$ cat src/hdl/mem_sys_settings.svh
// Bus widths are fixed at 32 bits; the aligner and arbiter assume four byte lanes per word
`ifndef MEM_SYS_SETTINGS_SVH
`define MEM_SYS_SETTINGS_SVH

////////////////////////////////////////////////////////////////////////////
// Bus geometry
////////////////////////////////////////////////////////////////////////////

`define MEM_ADDR_WIDTH 32 // Byte address
`define MEM_DATA_WIDTH 32 // One word per beat

// Unprivileged, secure, data access
`define MEM_AXIL_PROT 3'b000

////////////////////////////////////////////////////////////////////////////
// Access size codes on the data port
////////////////////////////////////////////////////////////////////////////

`define MEM_SIZE_BYTE 2'd0
`define MEM_SIZE_HALF 2'd1
`define MEM_SIZE_WORD 2'd2 // Code 3 is handled as a word

`endif

$ cat src/hdl/mem_sys_pkg.sv
// Shared types; the settings header must be on the include path when this package compiles
`include "mem_sys_settings.svh"

package mem_sys_pkg;

	typedef logic [`MEM_ADDR_WIDTH-1:0]   addr_t;
	typedef logic [`MEM_DATA_WIDTH-1:0]   data_t;
	typedef logic [`MEM_DATA_WIDTH/8-1:0] strb_t;
	typedef logic [1:0]                   axil_resp_t;
	typedef logic [1:0]                   mem_size_t;

	// Sized request from the data side of the core
	typedef struct packed {
		addr_t     addr;
		data_t     wdata;
		mem_size_t size;
		logic      is_unsigned; // Zero-extend loads
		logic      wr;
	} data_req_t;

	// Word request on the internal port, address always word aligned
	typedef struct packed {
		addr_t addr;
		data_t wdata;
		strb_t be;
		logic  wr;
	} word_req_t;

	typedef struct packed {
		data_t rdata;
		logic  err; // Slave error or misaligned access
	} word_rsp_t;

	typedef enum logic [2:0] {
		IDLE,
		R_ADDR,
		R_DATA,
		W_BOTH,
		W_ADDR,
		W_DATA,
		W_RESP
	} axil_state_t;

endpackage

$ cat src/hdl/mem_data_align.sv
// Little-endian lanes; halfwords need even and words need word-aligned addresses or they fail
`timescale 1ns/100ps
`include "mem_sys_settings.svh"

module mem_data_align
	import mem_sys_pkg::*;
(
	input  logic      m_axil_clk,
	input  logic      rst_n,

	input  data_req_t data_req,
	input  logic      data_valid,
	output word_rsp_t data_rsp,
	output logic      data_done,

	output word_req_t dreq,
	output logic      dreq_valid,
	input  word_rsp_t drsp,
	input  logic      drsp_done
);

	localparam int DW = `MEM_DATA_WIDTH;

	logic       misaligned;
	logic       mis_done;   // Error pulse for a rejected access
	logic [4:0] lane_shift; // Bit offset of the addressed lane
	data_t      lane_data;

	always_comb begin
		case (data_req.size)
			`MEM_SIZE_BYTE: misaligned = 1'b0;
			`MEM_SIZE_HALF: misaligned = data_req.addr[0];
			default:        misaligned = (data_req.addr[1:0] != 2'b00);
		endcase
	end

	assign lane_shift = {data_req.addr[1:0], 3'b000};

	////////////////////////////////////////////////////////////////////////////
	// Store path
	////////////////////////////////////////////////////////////////////////////

	assign dreq.addr  = {data_req.addr[`MEM_ADDR_WIDTH-1:2], 2'b00};
	assign dreq.wdata = data_req.wdata << lane_shift;
	assign dreq.wr    = data_req.wr;
	assign dreq_valid = data_valid && !misaligned;

	always_comb begin
		case (data_req.size)
			`MEM_SIZE_BYTE: dreq.be = strb_t'(4'b0001) << data_req.addr[1:0];
			`MEM_SIZE_HALF: dreq.be = strb_t'(4'b0011) << data_req.addr[1:0];
			default:        dreq.be = '1;
		endcase
	end

	// Held once, never repeated while the same request waits
	always_ff @(posedge m_axil_clk or negedge rst_n) begin
		if (!rst_n)
			mis_done <= 1'b0;
		else
			mis_done <= data_valid && misaligned && !mis_done;
	end

	////////////////////////////////////////////////////////////////////////////
	// Load path
	////////////////////////////////////////////////////////////////////////////

	assign lane_data = drsp.rdata >> lane_shift;

	always_comb begin
		data_rsp.err = drsp.err;
		case (data_req.size)
			`MEM_SIZE_BYTE: begin
				if (data_req.is_unsigned)
					data_rsp.rdata = {{(DW-8){1'b0}}, lane_data[7:0]};
				else
					data_rsp.rdata = {{(DW-8){lane_data[7]}}, lane_data[7:0]};
			end
			`MEM_SIZE_HALF: begin
				if (data_req.is_unsigned)
					data_rsp.rdata = {{(DW-16){1'b0}}, lane_data[15:0]};
				else
					data_rsp.rdata = {{(DW-16){lane_data[15]}}, lane_data[15:0]};
			end
			default: data_rsp.rdata = drsp.rdata;
		endcase
		if (mis_done) begin // Nothing came back from the bus
			data_rsp.rdata = '0;
			data_rsp.err   = 1'b1;
		end
	end

	assign data_done = mis_done || drsp_done;

endmodule

$ cat src/hdl/mem_port_arbiter.sv
// One word access at a time; requesters must hold valid and request until their done pulse
`timescale 1ns/100ps
`include "mem_sys_settings.svh"

module mem_port_arbiter
	import mem_sys_pkg::*;
(
	input  logic      m_axil_clk,
	input  logic      rst_n,

	input  addr_t     fetch_addr,
	input  logic      fetch_valid,
	output word_rsp_t fetch_rsp,
	output logic      fetch_done,

	input  word_req_t dreq,
	input  logic      dreq_valid,
	output word_rsp_t drsp,
	output logic      drsp_done,

	output word_req_t word_req,
	output logic      word_valid,
	input  word_rsp_t word_rsp,
	input  logic      word_done
);

	typedef enum logic [1:0] {
		OWN_NONE,
		OWN_FETCH,
		OWN_DATA
	} owner_t;

	owner_t    owner;
	logic      last_data;  // Previous grant went to the data port
	logic      free;
	logic      pick_data;
	logic      pick_fetch;
	word_req_t fetch_word;

	// Fetch is a plain word read
	assign fetch_word.addr  = {fetch_addr[`MEM_ADDR_WIDTH-1:2], 2'b00};
	assign fetch_word.wdata = '0;
	assign fetch_word.be    = '1;
	assign fetch_word.wr    = 1'b0;

	// No new grant while a word is in flight or in its done cycle
	assign free       = (owner == OWN_NONE) && !word_done;
	assign pick_data  = free && dreq_valid && (!fetch_valid || !last_data);
	assign pick_fetch = free && fetch_valid && !pick_data;

	////////////////////////////////////////////////////////////////////////////
	// Grant state
	////////////////////////////////////////////////////////////////////////////

	always_ff @(posedge m_axil_clk or negedge rst_n) begin
		if (!rst_n) begin
			owner     <= OWN_NONE;
			last_data <= 1'b0;
		end else if (word_done) begin
			owner <= OWN_NONE;
		end else if (pick_data) begin
			owner     <= OWN_DATA;
			last_data <= 1'b1;
		end else if (pick_fetch) begin
			owner     <= OWN_FETCH;
			last_data <= 1'b0;
		end
	end

	always_comb begin
		word_req   = fetch_word;
		word_valid = 1'b0;
		case (owner)
			OWN_FETCH: word_valid = fetch_valid && !word_done;
			OWN_DATA: begin
				word_req   = dreq;
				word_valid = dreq_valid && !word_done;
			end
			default: begin
				if (pick_data)
					word_req = dreq;
				word_valid = pick_data || pick_fetch;
			end
		endcase
	end

	// Responses go to both sides, done only to the owner
	assign fetch_rsp  = word_rsp;
	assign drsp       = word_rsp;
	assign fetch_done = word_done && (owner == OWN_FETCH);
	assign drsp_done  = word_done && (owner == OWN_DATA);

endmodule

$ cat src/hdl/mem_sys.sv
// Fetch and data share one AXI-Lite master; each port keeps valid and request until done
`timescale 1ns/100ps

module mem_sys
	import mem_sys_pkg::*;
(
	input  logic       m_axil_clk,
	input  logic       rst_n,

	// Instruction fetch
	input  addr_t      fetch_addr,
	input  logic       fetch_valid,
	output word_rsp_t  fetch_rsp,
	output logic       fetch_done,

	// Loads and stores
	input  data_req_t  data_req,
	input  logic       data_valid,
	output word_rsp_t  data_rsp,
	output logic       data_done,

	output addr_t      m_axil_awaddr,
	output logic [2:0] m_axil_awprot,
	output logic       m_axil_awvalid,
	input  logic       m_axil_awready,
	output data_t      m_axil_wdata,
	output strb_t      m_axil_wstrb,
	output logic       m_axil_wvalid,
	input  logic       m_axil_wready,
	input  axil_resp_t m_axil_bresp,
	input  logic       m_axil_bvalid,
	output logic       m_axil_bready,
	output addr_t      m_axil_araddr,
	output logic [2:0] m_axil_arprot,
	output logic       m_axil_arvalid,
	input  logic       m_axil_arready,
	input  data_t      m_axil_rdata,
	input  axil_resp_t m_axil_rresp,
	input  logic       m_axil_rvalid,
	output logic       m_axil_rready
);

	word_req_t dreq;
	logic      dreq_valid;
	word_rsp_t drsp;
	logic      drsp_done;
	word_req_t word_req;   // Granted request into the master
	logic      word_valid;
	word_rsp_t word_rsp;
	logic      word_done;

	mem_data_align u_align (
		.m_axil_clk (m_axil_clk),
		.rst_n      (rst_n),
		.data_req   (data_req),
		.data_valid (data_valid),
		.data_rsp   (data_rsp),
		.data_done  (data_done),
		.dreq       (dreq),
		.dreq_valid (dreq_valid),
		.drsp       (drsp),
		.drsp_done  (drsp_done)
	);

	mem_port_arbiter u_arb (
		.m_axil_clk  (m_axil_clk),
		.rst_n       (rst_n),
		.fetch_addr  (fetch_addr),
		.fetch_valid (fetch_valid),
		.fetch_rsp   (fetch_rsp),
		.fetch_done  (fetch_done),
		.dreq        (dreq),
		.dreq_valid  (dreq_valid),
		.drsp        (drsp),
		.drsp_done   (drsp_done),
		.word_req    (word_req),
		.word_valid  (word_valid),
		.word_rsp    (word_rsp),
		.word_done   (word_done)
	);

	mem_sys_axil u_axil (
		.m_axil_clk     (m_axil_clk),
		.rst_n          (rst_n),
		.word_req       (word_req),
		.word_valid     (word_valid),
		.word_rsp       (word_rsp),
		.word_done      (word_done),
		.m_axil_awaddr  (m_axil_awaddr),
		.m_axil_awprot  (m_axil_awprot),
		.m_axil_awvalid (m_axil_awvalid),
		.m_axil_awready (m_axil_awready),
		.m_axil_wdata   (m_axil_wdata),
		.m_axil_wstrb   (m_axil_wstrb),
		.m_axil_wvalid  (m_axil_wvalid),
		.m_axil_wready  (m_axil_wready),
		.m_axil_bresp   (m_axil_bresp),
		.m_axil_bvalid  (m_axil_bvalid),
		.m_axil_bready  (m_axil_bready),
		.m_axil_araddr  (m_axil_araddr),
		.m_axil_arprot  (m_axil_arprot),
		.m_axil_arvalid (m_axil_arvalid),
		.m_axil_arready (m_axil_arready),
		.m_axil_rdata   (m_axil_rdata),
		.m_axil_rresp   (m_axil_rresp),
		.m_axil_rvalid  (m_axil_rvalid),
		.m_axil_rready  (m_axil_rready)
	);

endmodule

$ cat src/hdl/mem_sys_axil.sv
// Single outstanding word access; a new request is taken only in IDLE, slave errors set err
`timescale 1ns/100ps
`include "mem_sys_settings.svh"

module mem_sys_axil
	import mem_sys_pkg::*;
(
	input  logic       m_axil_clk,
	input  logic       rst_n,

	input  word_req_t  word_req,
	input  logic       word_valid,
	output word_rsp_t  word_rsp,
	output logic       word_done,

	output addr_t      m_axil_awaddr,
	output logic [2:0] m_axil_awprot,
	output logic       m_axil_awvalid,
	input  logic       m_axil_awready,
	output data_t      m_axil_wdata,
	output strb_t      m_axil_wstrb,
	output logic       m_axil_wvalid,
	input  logic       m_axil_wready,
	input  axil_resp_t m_axil_bresp,
	input  logic       m_axil_bvalid,
	output logic       m_axil_bready,
	output addr_t      m_axil_araddr,
	output logic [2:0] m_axil_arprot,
	output logic       m_axil_arvalid,
	input  logic       m_axil_arready,
	input  data_t      m_axil_rdata,
	input  axil_resp_t m_axil_rresp,
	input  logic       m_axil_rvalid,
	output logic       m_axil_rready
);

	localparam axil_resp_t RESP_OKAY = 2'b00;

	axil_state_t state;
	axil_state_t nxt_state;
	word_req_t   req_q;     // Request held for the whole access
	logic        r_xfer;
	logic        b_xfer;

	assign r_xfer = m_axil_rvalid && m_axil_rready;
	assign b_xfer = m_axil_bvalid && m_axil_bready;

	////////////////////////////////////////////////////////////////////////////
	// State machine
	////////////////////////////////////////////////////////////////////////////

	always_ff @(posedge m_axil_clk or negedge rst_n) begin
		if (!rst_n)
			state <= IDLE;
		else
			state <= nxt_state;
	end

	always_comb begin
		nxt_state = state;
		case (state)
			IDLE: begin
				if (word_valid)
					nxt_state = word_req.wr ? W_BOTH : R_ADDR;
			end
			R_ADDR: begin
				if (m_axil_arready)
					nxt_state = R_DATA;
			end
			R_DATA: begin
				if (m_axil_rvalid)
					nxt_state = IDLE;
			end
			W_BOTH: begin
				// Address and data channels may complete in either order
				case ({m_axil_awready, m_axil_wready})
					2'b11:   nxt_state = W_RESP;
					2'b10:   nxt_state = W_DATA; // Only data still pending
					2'b01:   nxt_state = W_ADDR;
					default: nxt_state = W_BOTH;
				endcase
			end
			W_ADDR: begin
				if (m_axil_awready)
					nxt_state = W_RESP;
			end
			W_DATA: begin
				if (m_axil_wready)
					nxt_state = W_RESP;
			end
			W_RESP: begin
				if (m_axil_bvalid)
					nxt_state = IDLE;
			end
			default: nxt_state = IDLE;
		endcase
	end

	////////////////////////////////////////////////////////////////////////////
	// Request and response registers
	////////////////////////////////////////////////////////////////////////////

	always_ff @(posedge m_axil_clk) begin
		if (state == IDLE && word_valid)
			req_q <= word_req;
	end

	always_ff @(posedge m_axil_clk) begin
		if (r_xfer) begin
			word_rsp.rdata <= m_axil_rdata;
			word_rsp.err   <= (m_axil_rresp != RESP_OKAY);
		end else if (b_xfer) begin
			word_rsp.rdata <= '0;
			word_rsp.err   <= (m_axil_bresp != RESP_OKAY);
		end
	end

	// One cycle after the R or B transfer
	always_ff @(posedge m_axil_clk or negedge rst_n) begin
		if (!rst_n)
			word_done <= 1'b0;
		else
			word_done <= r_xfer || b_xfer;
	end

	////////////////////////////////////////////////////////////////////////////
	// Bus outputs
	////////////////////////////////////////////////////////////////////////////

	assign m_axil_awaddr  = req_q.addr;
	assign m_axil_awprot  = `MEM_AXIL_PROT;
	assign m_axil_awvalid = (state == W_BOTH) || (state == W_ADDR);
	assign m_axil_wdata   = req_q.wdata;
	assign m_axil_wstrb   = req_q.be;
	assign m_axil_wvalid  = (state == W_BOTH) || (state == W_DATA);
	assign m_axil_bready  = (state == W_RESP);

	assign m_axil_araddr  = req_q.addr;
	assign m_axil_arprot  = `MEM_AXIL_PROT;
	assign m_axil_arvalid = (state == R_ADDR);
	assign m_axil_rready  = (state == R_DATA);

endmodule

$ cat config.mk
export PLATFORM = sky130hd
export DESIGN_NAME = mem_sys
export DESIGN_NICKNAME = d
export VERILOG_FILES = /design/src/hdl/mem_sys_pkg.sv /design/src/hdl/mem_data_align.sv /design/src/hdl/mem_port_arbiter.sv /design/src/hdl/mem_sys.sv /design/src/hdl/mem_sys_axil.sv
export VERILOG_INCLUDE_DIRS = /design/src /design/src/hdl
export SDC_FILE = /design/constraint.sdc
export NUM_CORES = 1
export LEC_CHECK = 0
export BUFFER_PORTS_ARGS = -buffer_cell sky130_fd_sc_hd__clkbuf_2
export CAP_MARGIN = 5
export CORE_MARGIN = 1.5
export CORE_UTILIZATION = 25
export CTS_CLUSTER_SIZE = 40
export DETAILED_ROUTE_END_ITERATION = 10
export PLACE_DENSITY_LB_ADDON = 0.15
export SLEW_MARGIN = 20
export SYNTH_ARGS = -nofsm -noshare
export SYNTH_HDL_FRONTEND = slang
export SYNTH_SLANG_ARGS = --single-unit
$ cat constraint.sdc
create_clock -name m_axil_clk -period 9.91 [get_ports m_axil_clk]
set_input_delay 0.991 -clock m_axil_clk [delete_from_list [all_inputs] [get_ports m_axil_clk]]
set_output_delay 0.991 -clock m_axil_clk [all_outputs]
set_load 0.005 [all_outputs]
==> results of run 1 <==
-- layout make-up --
cell class / instances / area (sq um)
flip-flops and latches: 107 / 3173
clock inverters: 7 / 88.84
clock buffers: 9 / 225.2
fillers: 2702 / 16850
well taps: 330 / 412.9
multi-input cells: 416 / 2673
inverters: 11 / 41.29
repair buffers: 323 / 1647
-- placed cells by master (no fill, tap or decap), types with 4 or more instances in the layout --
cell / synthesis / final
dfrtp_1: 8 / 8
buf_4: 41 / 12
a21oi_1: 18 / 17
inv_1: 10 / 10
nor2_1: 33 / 33
nor2b_1: 13 / 13
mux2i_1: 25 / 25
nor3_1: 20 / 20
clkbuf_2: 0 / 311
and3_1: 41 / 41
and2_1: 5 / 5
or3_1: 4 / 4
conb_1: 1 / 10
a211oi_1: 16 / 16
edfxtp_1: 99 / 99
ha_1: 5 / 5
o21ai_0: 7 / 7
clkbuf_16: 0 / 9
a21oi_2: 9 / 9
a21o_1: 18 / 18
a222oi_1: 4 / 4
a31oi_1: 30 / 30
a221oi_1: 29 / 29
nand2b_1: 8 / 7
nand2_1: 76 / 76
-- power by group --
group          leakage [uW]  total, uW  internal (uW)  switching, uW
clock              0.000152        398            204            193
combinational       0.00261        905            365            540
sequential          0.00103        826            733           93.2
total               0.00379       2130           1300            826
-- cells by family (layout without fill, tap and decap cells) --
group | Yosys count | in the layout | share of synthesized area (%)
compound gates | 159 | 159 | 18.79
buf+inv | 102 | 350 | 9.109
xor+xnor | 1 | 1 | 0.1374
flops | 107 | 107 | 49.78
fa+ha+maj | 5 | 5 | 0.9815
other cells | 1 | 10 | 0.05884
simple gates | 214 | 214 | 16.69
mux | 27 | 27 | 4.456
-- registers in the layout, indices dropped and copies added (netlist names) --
signal and flops:
u_axil.m_axil_araddr 30, u_axil.state 3, u_align.mis_done 1, u_axil.word_rsp 33
u_arb.owner 2, u_arb.last_data 1, u_axil.word_done 1, u_axil.m_axil_wstrb 4
u_axil.m_axil_wdata 32
-- per-layer routing --
layer	up-vias	part of all wire, %	global-route usage (%)
li1	2776	-	-
met1	2763	45	20.94
met3	12	7.0	3.947
met2	225	47	25.02
met4	0	0.83	3.628
met5	-	0	0
-- cells in the mapped netlist, types with 2 or more instances --
library cell	count	share of area (%)
nor3b_1	2	0.24
nor3_1	20	1.6
o211ai_1	3	0.35
a21oi_1	18	1.4
a22oi_1	3	0.35
or3_1	4	0.39
buf_2	17	1.3
a221oi_1	29	4.0
mux2i_1	25	3.9
ha_1	5	0.98
nand2b_1	8	0.79
nor4b_1	2	0.27
nand2_1	76	4.5
a222oi_1	4	0.63
clkbuf_1	26	1.5
buf_6	3	0.53
a21o_1	18	2.1
buf_4	41	4.8
dfrtp_1	8	3.1
nor2b_1	13	1.3
a21oi_2	9	1.2
a22o_1	3	0.41
a211oi_1	16	1.9
and2_1	5	0.49
edfxtp_1	99	47
and3_1	41	4.0
inv_1	10	0.59
nor2_1	33	1.9
o31ai_1	3	0.35
a32oi_1	2	0.27
a31oi_1	30	2.9
o21ai_0	7	0.55
buf_1	4	0.24
-- through the flow --
| step | setup slack, ns | utilization, % |
|---|---|---|
| after global placement | 5.479 | 31.65 |
| after detailed placement | 5.528 | 31.65 |
| final | 5.699 | 32.90 |
| after floorplan | 4.622 | - |
| after CTS | 5.695 | 32.90 |
| after global routing | 5.508 | 32.90 |
-- worst paths after layout --
check                      slack (ns)  cells after the start            start                        to
max reg2reg                      6.50                      6   u_arb.owner[0]  u_axil.m_axil_araddr[16]
min                              0.48                      1            rst_n            u_arb.owner[0]
min reg2reg                      0.49                      1  u_arb.last_data           u_arb.last_data
max                              5.70                      7     data_req[37]               data_rsp[9]
max in group asynchronous        9.24                      1            rst_n           u_axil.state[1]
min in group m_axil_clk          0.49                      1  u_arb.last_data           u_arb.last_data
==> run metrics, run 1 <==
critical path class in -> out; CTS buffer count 9; Worst Hold Class in -> async; Mapped Cells roughly 620; Slew Limit Headroom 31.46%; die height 162.7 um; clk_lat worst skew roughly 0.36 ns; Core Region between 0.02 and 0.03 sq mm; first-pass GRT wire length roughly 32000 um; vias per cell 4.801; Final Non-Filler Cells around 1.2k; Final HPWL DP 14970 um; Initial Util 25.38%; DRT antenna net count 0; crit share post-route a little over two fifths; # setup viols final 0; CTS tree built; PortBufs ~310; root buffer cell clkbuf_16; Required @ worst endpoint 8.92 ns; setup tns final 0 ns; slowest CP cell nor2b_1; FMAX roughly 240 MHz; die area roughly 0.026 sq mm; Setup Fix Bufs, Post-CTS 0; CP bufs+invs 3; Max Cap Viol 0; wire length per cell ~18 um; #FFs+latches synth roughly 110; DRC violations left 0; # nets final about 1.0k; Synth cell types 62; Syn Area/Cell a little over 10 sq um; Cell Area, Placed a little under 0.008 sq mm; CP dominant cell by count clkbuf_2; Total GRT Usage 15.56%; crit-path cells clkbuf_2 -> buf_4 -> nor2b_1 -> and2_1 -> a222oi_1 -> a21oi_2 -> clkbuf_2; Synth Warn # 0; Clock Tree Buf Depth 2; pin count of the biggest net entering global routing 60; power density cells 257.7 mW/mm^2; total power about 2100 uW; peak per-stage delay on the critical path between 0.8 and 0.9 ns; initial DRC count 450; hold slack just under 0.5 ns; cell family with most CP delay simple AND/OR/NAND/NOR gates; status finished clean; critical path arrival between 3 and 4 ns; # IOs approximately 320; RSZ-0062 raised after global routing false; mapped cell area 0.006374 sq mm; Antenna Diode Count 0; Die X ~160 um; Num Clock Sinks between 100 and 150; clock-pin slew on the worst setup and hold paths 0.08 ns; slew at the pin closest to its max-slew limit a little over 1 ns; leakage power 0.003795 uW; sequential area share after synthesis between 40% and 50%; CTS resizes 0; Post-synth EDFFs 99; initial antenna violation count 0; DR vias 5776; P&R area growth vs syn 29.60%; global placement routability congestion 0.7656; CP Max Fanout 46; clock period minus final worst setup slack ~4.2 ns; Main synth FF type edfxtp_1; cell area after layout ~0.0083 sq mm; Max IR drop VDD 0.1651 mV; Worst setup SP type primary input; H-tree levels 3; Final Hold Vio Count 0; Worst Setup End Kind output port; first drt pass iteration count 8; Synth async-reset ratio around 7.5%; hold_buf cts 0; Clock Skew approximately 0.014 ns; vias in the first global route between 5k and 6k; remaining global-route overflow 0; final WL 21230 um; fin. max-slew vios 0; cell total after placement 1187; num rows 58; layout cells sized above 1 just over 40%
(Power assumes the default switching activity.)
==> inputs of run 2 (changes only) <==
- clock period: 9.91 -> 3.5 ns (I/O delays scaled with it)
==> run 2 against run 1 <==
Net effect:
- worst hold slack got worse by 0.20 ns
- flip-flop and latch count unchanged
- total power increased to 2.9 times the previous value
- global-route usage increased by 0.32 points
- clock skew decreased by 0.0071 ns
- non-clock buffer count increased by 6
- critical path type is now reg -> out
- critical endpoint is now data_rsp[27]
- highest routed layer unchanged
==> run metrics, run 2 (synthesis gave the netlist of run 1 again) <==
status finished clean; Required @ worst endpoint 3.15 ns (-5.77 ns); hold slack 0.2838 ns (-0.1970 ns); Total GRT Usage 15.88% (+0.32 points); vias per cell 4.822 (+0.43%); clk_lat worst skew 0.36 ns (about the same); DR vias 5830 (+0.93%); crit-path cells buf_4 -> or3_1 -> a31oi_4 -> a21o_1 -> clkbuf_2; Worst Hold Class in -> reg; first-pass GRT wire length 32200 um (+2.1%); setup slack after layout 0.8132 ns (-4.885 ns); Worst Setup End Kind output port; FILL cells 2641 (-2.3%); Max Cap Viol 0 (unchanged); H-tree levels 3 (unchanged); slowest CP cell dfrtp_1; most common cell after layout, fill and taps aside clkbuf_2; total power 6086 uW (+190%); fin. max-slew vios 0 (unchanged); peak per-stage delay on the critical path 0.57 ns (-0.31 ns); max reg flops 33 (unchanged); initial DRC count 432 (-4.0%); Antenna Diode Count 0 (unchanged); slew at the pin closest to its max-slew limit 0.8648 ns (-0.1632 ns); clock-pin slew on the worst setup and hold paths 0.08 ns (about the same); Final Hold Vio Count 0 (unchanged); # nets final 1024 (+0.59%); CTS buffer count 9 (unchanged); Slew Limit Headroom 42.35% (+11 points); Top reg by flops u_axil.word_rsp; num rows 58 (unchanged); PortBufs 311 (unchanged); DRC violations left 0 (unchanged); CP bufs+invs 2 (-1); # IOs 324 (unchanged); cell family with most CP delay compound AO/OA/AOI/OAI gates; Critical R2R Launch u_arb.owner[0]; final WL 21440 um (+1.0%); RSZ-0062 raised after global routing false; remaining global-route overflow 0 (unchanged); setup tns final 0 ns (unchanged); critical path arrival 2.34 ns (-0.88 ns); most frequent cells in the layout clkbuf_2 (311), edfxtp_1 (99), nand2_1 (76); Setup Fix Bufs, Post-CTS 0 (unchanged); pin count of the biggest net entering global routing 38 (-37%); initial antenna violation count 0 (unchanged); wire length per cell 17.74 um (+0.50%); # setup viols final 0 (unchanged); Clock Tree Buf Depth 2 (unchanged); power density cells 731.5 mW/mm^2 (+180%); Final HPWL DP 15580 um (+4.1%); Worst setup SP type flop; first drt pass iteration count 5 (-3); CP Max Fanout 16 (-65%); CTS tree built; critical path class reg -> out; layout cells sized above 1 41.87% (+0.29 points); Hold Path Origin data_req[38]; global placement routability congestion 0.7597 (-0.77%); Initial Util 25.38% (unchanged); die area 0.02646 sq mm (unchanged); Core Region 0.02511 sq mm (unchanged); root buffer cell clkbuf_16; crit share post-route about three quarters; clock period minus final worst setup slack 2.687 ns; Clock Skew 0.006817 ns (-0.007093 ns); die height 162.7 um (unchanged); P&R area growth vs syn 30.55%; CTS resizes 0 (unchanged); Num Clock Sinks 107 (unchanged); vias in the first global route 5473 (+1.5%); Die X 162.7 um (unchanged); dpl ws 0.8066 ns (-4.722 ns); leakage power 0.003830 uW (+0.93%); Max IR drop VDD 0.3184 mV (+93%); DRT antenna net count 0 (unchanged); crit path from u_align.mis_done; FMAX roughly 370 MHz
run 2: changes by cell type in the layout (fill, tap and decap cells not counted):
cell and delta:
inv_6 +1, clkinv_4 +1, inv_8 -3, bufinv_16 +1, nor2_1 -1, nor2_2 +1, buf_4 +5, dlygate4sd3_1 +1
clkbuf_1 +1, clkinvlp_4 -1
run 2: metal layers:
layer,GRT usage [%],routed length [um],vias up
li1,-,-,2796
met1,20.60,9320,2786
met2,26.07,10320,235
met3,4.202,1572,13
met4,4.295,233,0
met5,0,0,-
run 2: layout make-up:
class	instances	area [sq um]	area share (%)
clock inverters	6	95.09	1.143
multi-input cells	416	2675	32.15
clock buffers	10	229.0	2.752
flip-flops and latches	107	3173	38.14
repair buffers	329	1694	20.36
well taps	330	412.9	4.962
inverters	11	41.29	0.4962
run 2: where the power goes:
group | internal, uW | total, uW | switching, uW
logic | 1060 | 2600 | 1540
clock network | 639 | 1150 | 516
registers | 2070 | 2330 | 255
run 2: what timing repair did:
action,4_1_cts,5_1_grt
hold buffers,1,0
setup endpoints to repair,0,0
hold endpoints to repair,8,0
run 2: worst paths after layout:
kind	end	slack, ns	depth (start not counted)
max	data_rsp[27]	0.81	5
min	u_axil.m_axil_araddr[2]	0.28	2
max reg2reg	u_axil.m_axil_araddr[2]	0.85	6
min reg2reg	u_arb.last_data	0.50	1
max in group asynchronous	u_arb.owner[1]	2.91	2
min in group asynchronous	u_axil.state[2]	0.40	2
run 2: metrics by stage:
step / area (sq um) / utilization (%) / std cells
CTS: 8320 / 33.14 / 1209
global route: 8320 / 33.14 / 1209
finish: 8320 / 33.14 / 1209
floorplan: 6419 / - / 625
detailed placement: 7986 / 31.81 / 1192
global placement: 7984 / 31.80 / 1192
==> inputs of run 3 (changes only) <==
- ABC_AREA: not set -> 1
- clock period: 3.5 -> 2.33 ns (I/O delays scaled with it)
==> run 3 against run 2 <==
Net effect:
- total power is 59% higher
- synthesized cell count increased by 20%
- clock power grew 54%
- via count rose by 2.7%
- sequential share of layout area down 0.65 points
- final cell count increased by 11%
- combinational power increased by 66%
- critical path depth up 4
- area after synthesis barely moved
- first-iteration DRC count rose by 8.8%
- flip-flop and latch count unchanged
- highest routed layer unchanged
==> run metrics, run 3 <==
clk_lat worst skew 0.36 ns (about the same); mux share of post-synthesis cell area 0% (-4.5 points); top-area cell type share of the netlist area 46.60% (about the same); sequential area share after synthesis 49.74% (about the same); # nets final 1161 (+13%); leakage power 0.004015 uW (+4.8%); setup tns final 0 ns (unchanged); critical path class reg -> out; Setup Fix Bufs, Post-CTS 0 (unchanged); Top reg by flops u_axil.word_rsp; num rows 58 (unchanged); max reg flops 33 (unchanged); RSZ-0062 raised after global routing true; Synth async-reset ratio 7.477% (unchanged); crit share post-route 94.02%; top cells by area, synth edfxtp_1 (47%), inv_1 (7.0%), nand2_1 (5.8%); R2R depth 10 (+4); largest family of logic cells by synthesized area compound AO/OA/AOI/OAI gates; power density cells 1144 mW/mm^2 (+56%); initial DRC count 470 (+8.8%); Slew Limit Headroom 66.84% (+24 points); Worst Setup End Kind output port; clock period minus final worst setup slack between 2 and 2.5 ns; vias per cell 4.447 (-7.8%); CP Max Fanout 16 (unchanged); CTS tree built; DRC violations left 0 (unchanged); cell total after placement 1329 (+11%); # setup viols final 0 (unchanged); FMAX 456.5 MHz; total power 9682 uW (+59%); global placement routability congestion 0.7709 (+1.5%); pin count of the biggest net entering global routing 61 (+61%); hold slack 0.1265 ns (-0.1574 ns); dpl ws 0.3334 ns (-0.4733 ns); # IOs 324 (unchanged); clock-pin slew on the worst setup and hold paths 0.08 ns (about the same); Syn Area/Cell 8.610 sq um (-17%); Post-synth top cells inv_1 (119), edfxtp_1 (99), nand2_1 (98), a21oi_1 (69), o21ai_0 (63); mapped cell area 0.006380 sq mm (about the same); wire length per cell 15.96 um (-10%); Clock Skew 0.01197 ns (+0.005154 ns); #FFs+latches synth 107 (unchanged); Antenna Diode Count 0 (unchanged); WHS Endpoint u_align.mis_done; Max IR drop VDD 0.5104 mV (+60%); fin. max-slew vios 0 (unchanged); slew at the pin closest to its max-slew limit 0.4956 ns (-0.3692 ns); vias in the first global route 5666 (+3.5%); Compound-Gate Fraction of Synth Area 20.40% (+1.6 points); cell taking the most area after synthesis edfxtp_1; Max Cap Viol 0 (unchanged); root buffer cell clkbuf_16; Synth cell types 35 (-44%); Hold Path Origin data_valid; setup slack after layout 0.1393 ns (-0.6738 ns); critical path arrival 1.96 ns (-0.38 ns); layout cells sized above 1 38.09% (-3.8 points); Clock Tree Buf Depth 2 (unchanged); Synth Area in Adders 0.9806% (about the same); DR vias 5985 (+2.7%); Final Hold Vio Count 0 (unchanged); die area 0.02649 sq mm (about the same); P&R area growth vs syn 32.69%; Die X 162.8 um (about the same); FILL cells 2736 (+3.6%); most common cell after layout, fill and taps aside clkbuf_2; most frequent cells in the layout clkbuf_2 (311), inv_1 (116), edfxtp_1 (99); Hold Path Stages 3 (+1); Synth Warn # 0 (unchanged); initial antenna violation count 0 (unchanged); Critical R2R Launch u_arb.owner[0]; Worst Hold Class in -> reg; Core Region 0.02511 sq mm (unchanged); remaining global-route overflow 0 (unchanged); most common cell in the synthesized netlist inv_1; PortBufs 311 (unchanged); Final Non-Filler Cells 1346 (+11%); CTS buffer count 9 (unchanged); DRT antenna net count 0 (unchanged); final WL 21480 um (+0.16%); Post-synth EDFFs 99 (unchanged); Worst setup SP type flop; Total GRT Usage 15.94% (+0.059 points); reg2reg setup slack 0.31 ns (-0.54 ns); first-pass GRT wire length 32170 um (-0.11%); area fraction in and, or, nand and nor cells after synthesis 13.85% (-2.8 points); die height 162.8 um (about the same); status finished clean; Mapped Cells 741 (+20%); H-tree levels 3 (unchanged); first drt pass iteration count 6 (+1); Crit Reg-Reg Endpoint u_axil.m_axil_wdata[4]; Main synth FF type edfxtp_1; Initial Util 25.41% (about the same); Num Clock Sinks 107 (unchanged); Required @ worst endpoint 2.10 ns (-1.05 ns); post-synthesis xor/xnor area fraction 0% (-0.14 points); Final HPWL DP 16080 um (+3.2%)
run 3: cell count changes after synthesis, sizes merged, moves of 18 or more:
cell,before,now
inv,10,122
o21ai,8,79
a21oi,27,79
and3,41,0
nor2,34,64
a221oi,29,1
o211ai,3,31
mux2i,25,0
nand2,76,100
a31oi,31,8
a21o,18,0
run 3: critical path: stages (launching register included):
cell      delay (ns)
edfxtp_1        0.46
inv_1           0.09
nand2_1         0.06
nand3_1         0.07
nand3_1         0.15
nand3_4         0.17
nand3_2         0.12
nand2_4         0.16
a21oi_1         0.17
clkbuf_2        0.16
run 3: where the power goes:
group	total, uW	switching (uW)	leakage [uW]	internal (uW)
registers	3590	335	0.00106	3260
logic	4320	2680	0.00280	1640
clock network	1770	802	0.000163	965
run 3: cells by family after synthesis:
logic type | after synthesis
compound gates | 223
fa+ha+maj | 5
buf+inv | 201
flops | 107
other cells | 1
simple gates | 204
run 3: per-layer routing:
metal	global-route usage [%]	wire length, um
met1	20.46	9518
met2	26.62	10330
met3	3.438	1355
met4	5.088	271
met5	0	0
run 3: how the worst max path moves through the flow:
stage / from / to / depth (start not counted)
2_1_floorplan: u_arb.owner[1] / u_axil.m_axil_araddr[10] / 9
3_3_place_gp: data_req[37] / data_rsp[10] / 8
3_5_place_dp: data_req[37] / data_rsp[10] / 8
4_1_cts: u_axil.word_rsp[32] / data_rsp[18] / 9
5_1_grt: u_axil.word_rsp[32] / data_rsp[32] / 9
6_report: u_axil.word_rsp[32] / data_rsp[32] / 9
run 3: what timing repair did:
action,in CTS,in global routing
hold endpoints to repair,8,0
hold buffers,1,0
resized for setup,0,3
setup endpoints to repair,0,16
run 3: final cells by class:
type	instances	area, sq um	area share, %
well taps	330	412.9	4.877
clock buffers	9	225.2	2.660
multi-input cells	442	2347	27.73
repair buffers	328	1737	20.51
clock inverters	7	106.4	1.256
flip-flops and latches	107	3173	37.48
inverters	123	464.2	5.483
run 3: metrics by stage:
| stage | area (sq um) | utilization, % |
|---|---|---|
| after global placement | 8109 | 32.30 |
| after detailed placement | 8109 | 32.30 |
| after floorplan | 6475 | - |
| final | 8466 | 33.72 |
| after CTS | 8451 | 33.66 |
| after global routing | 8466 | 33.72 |
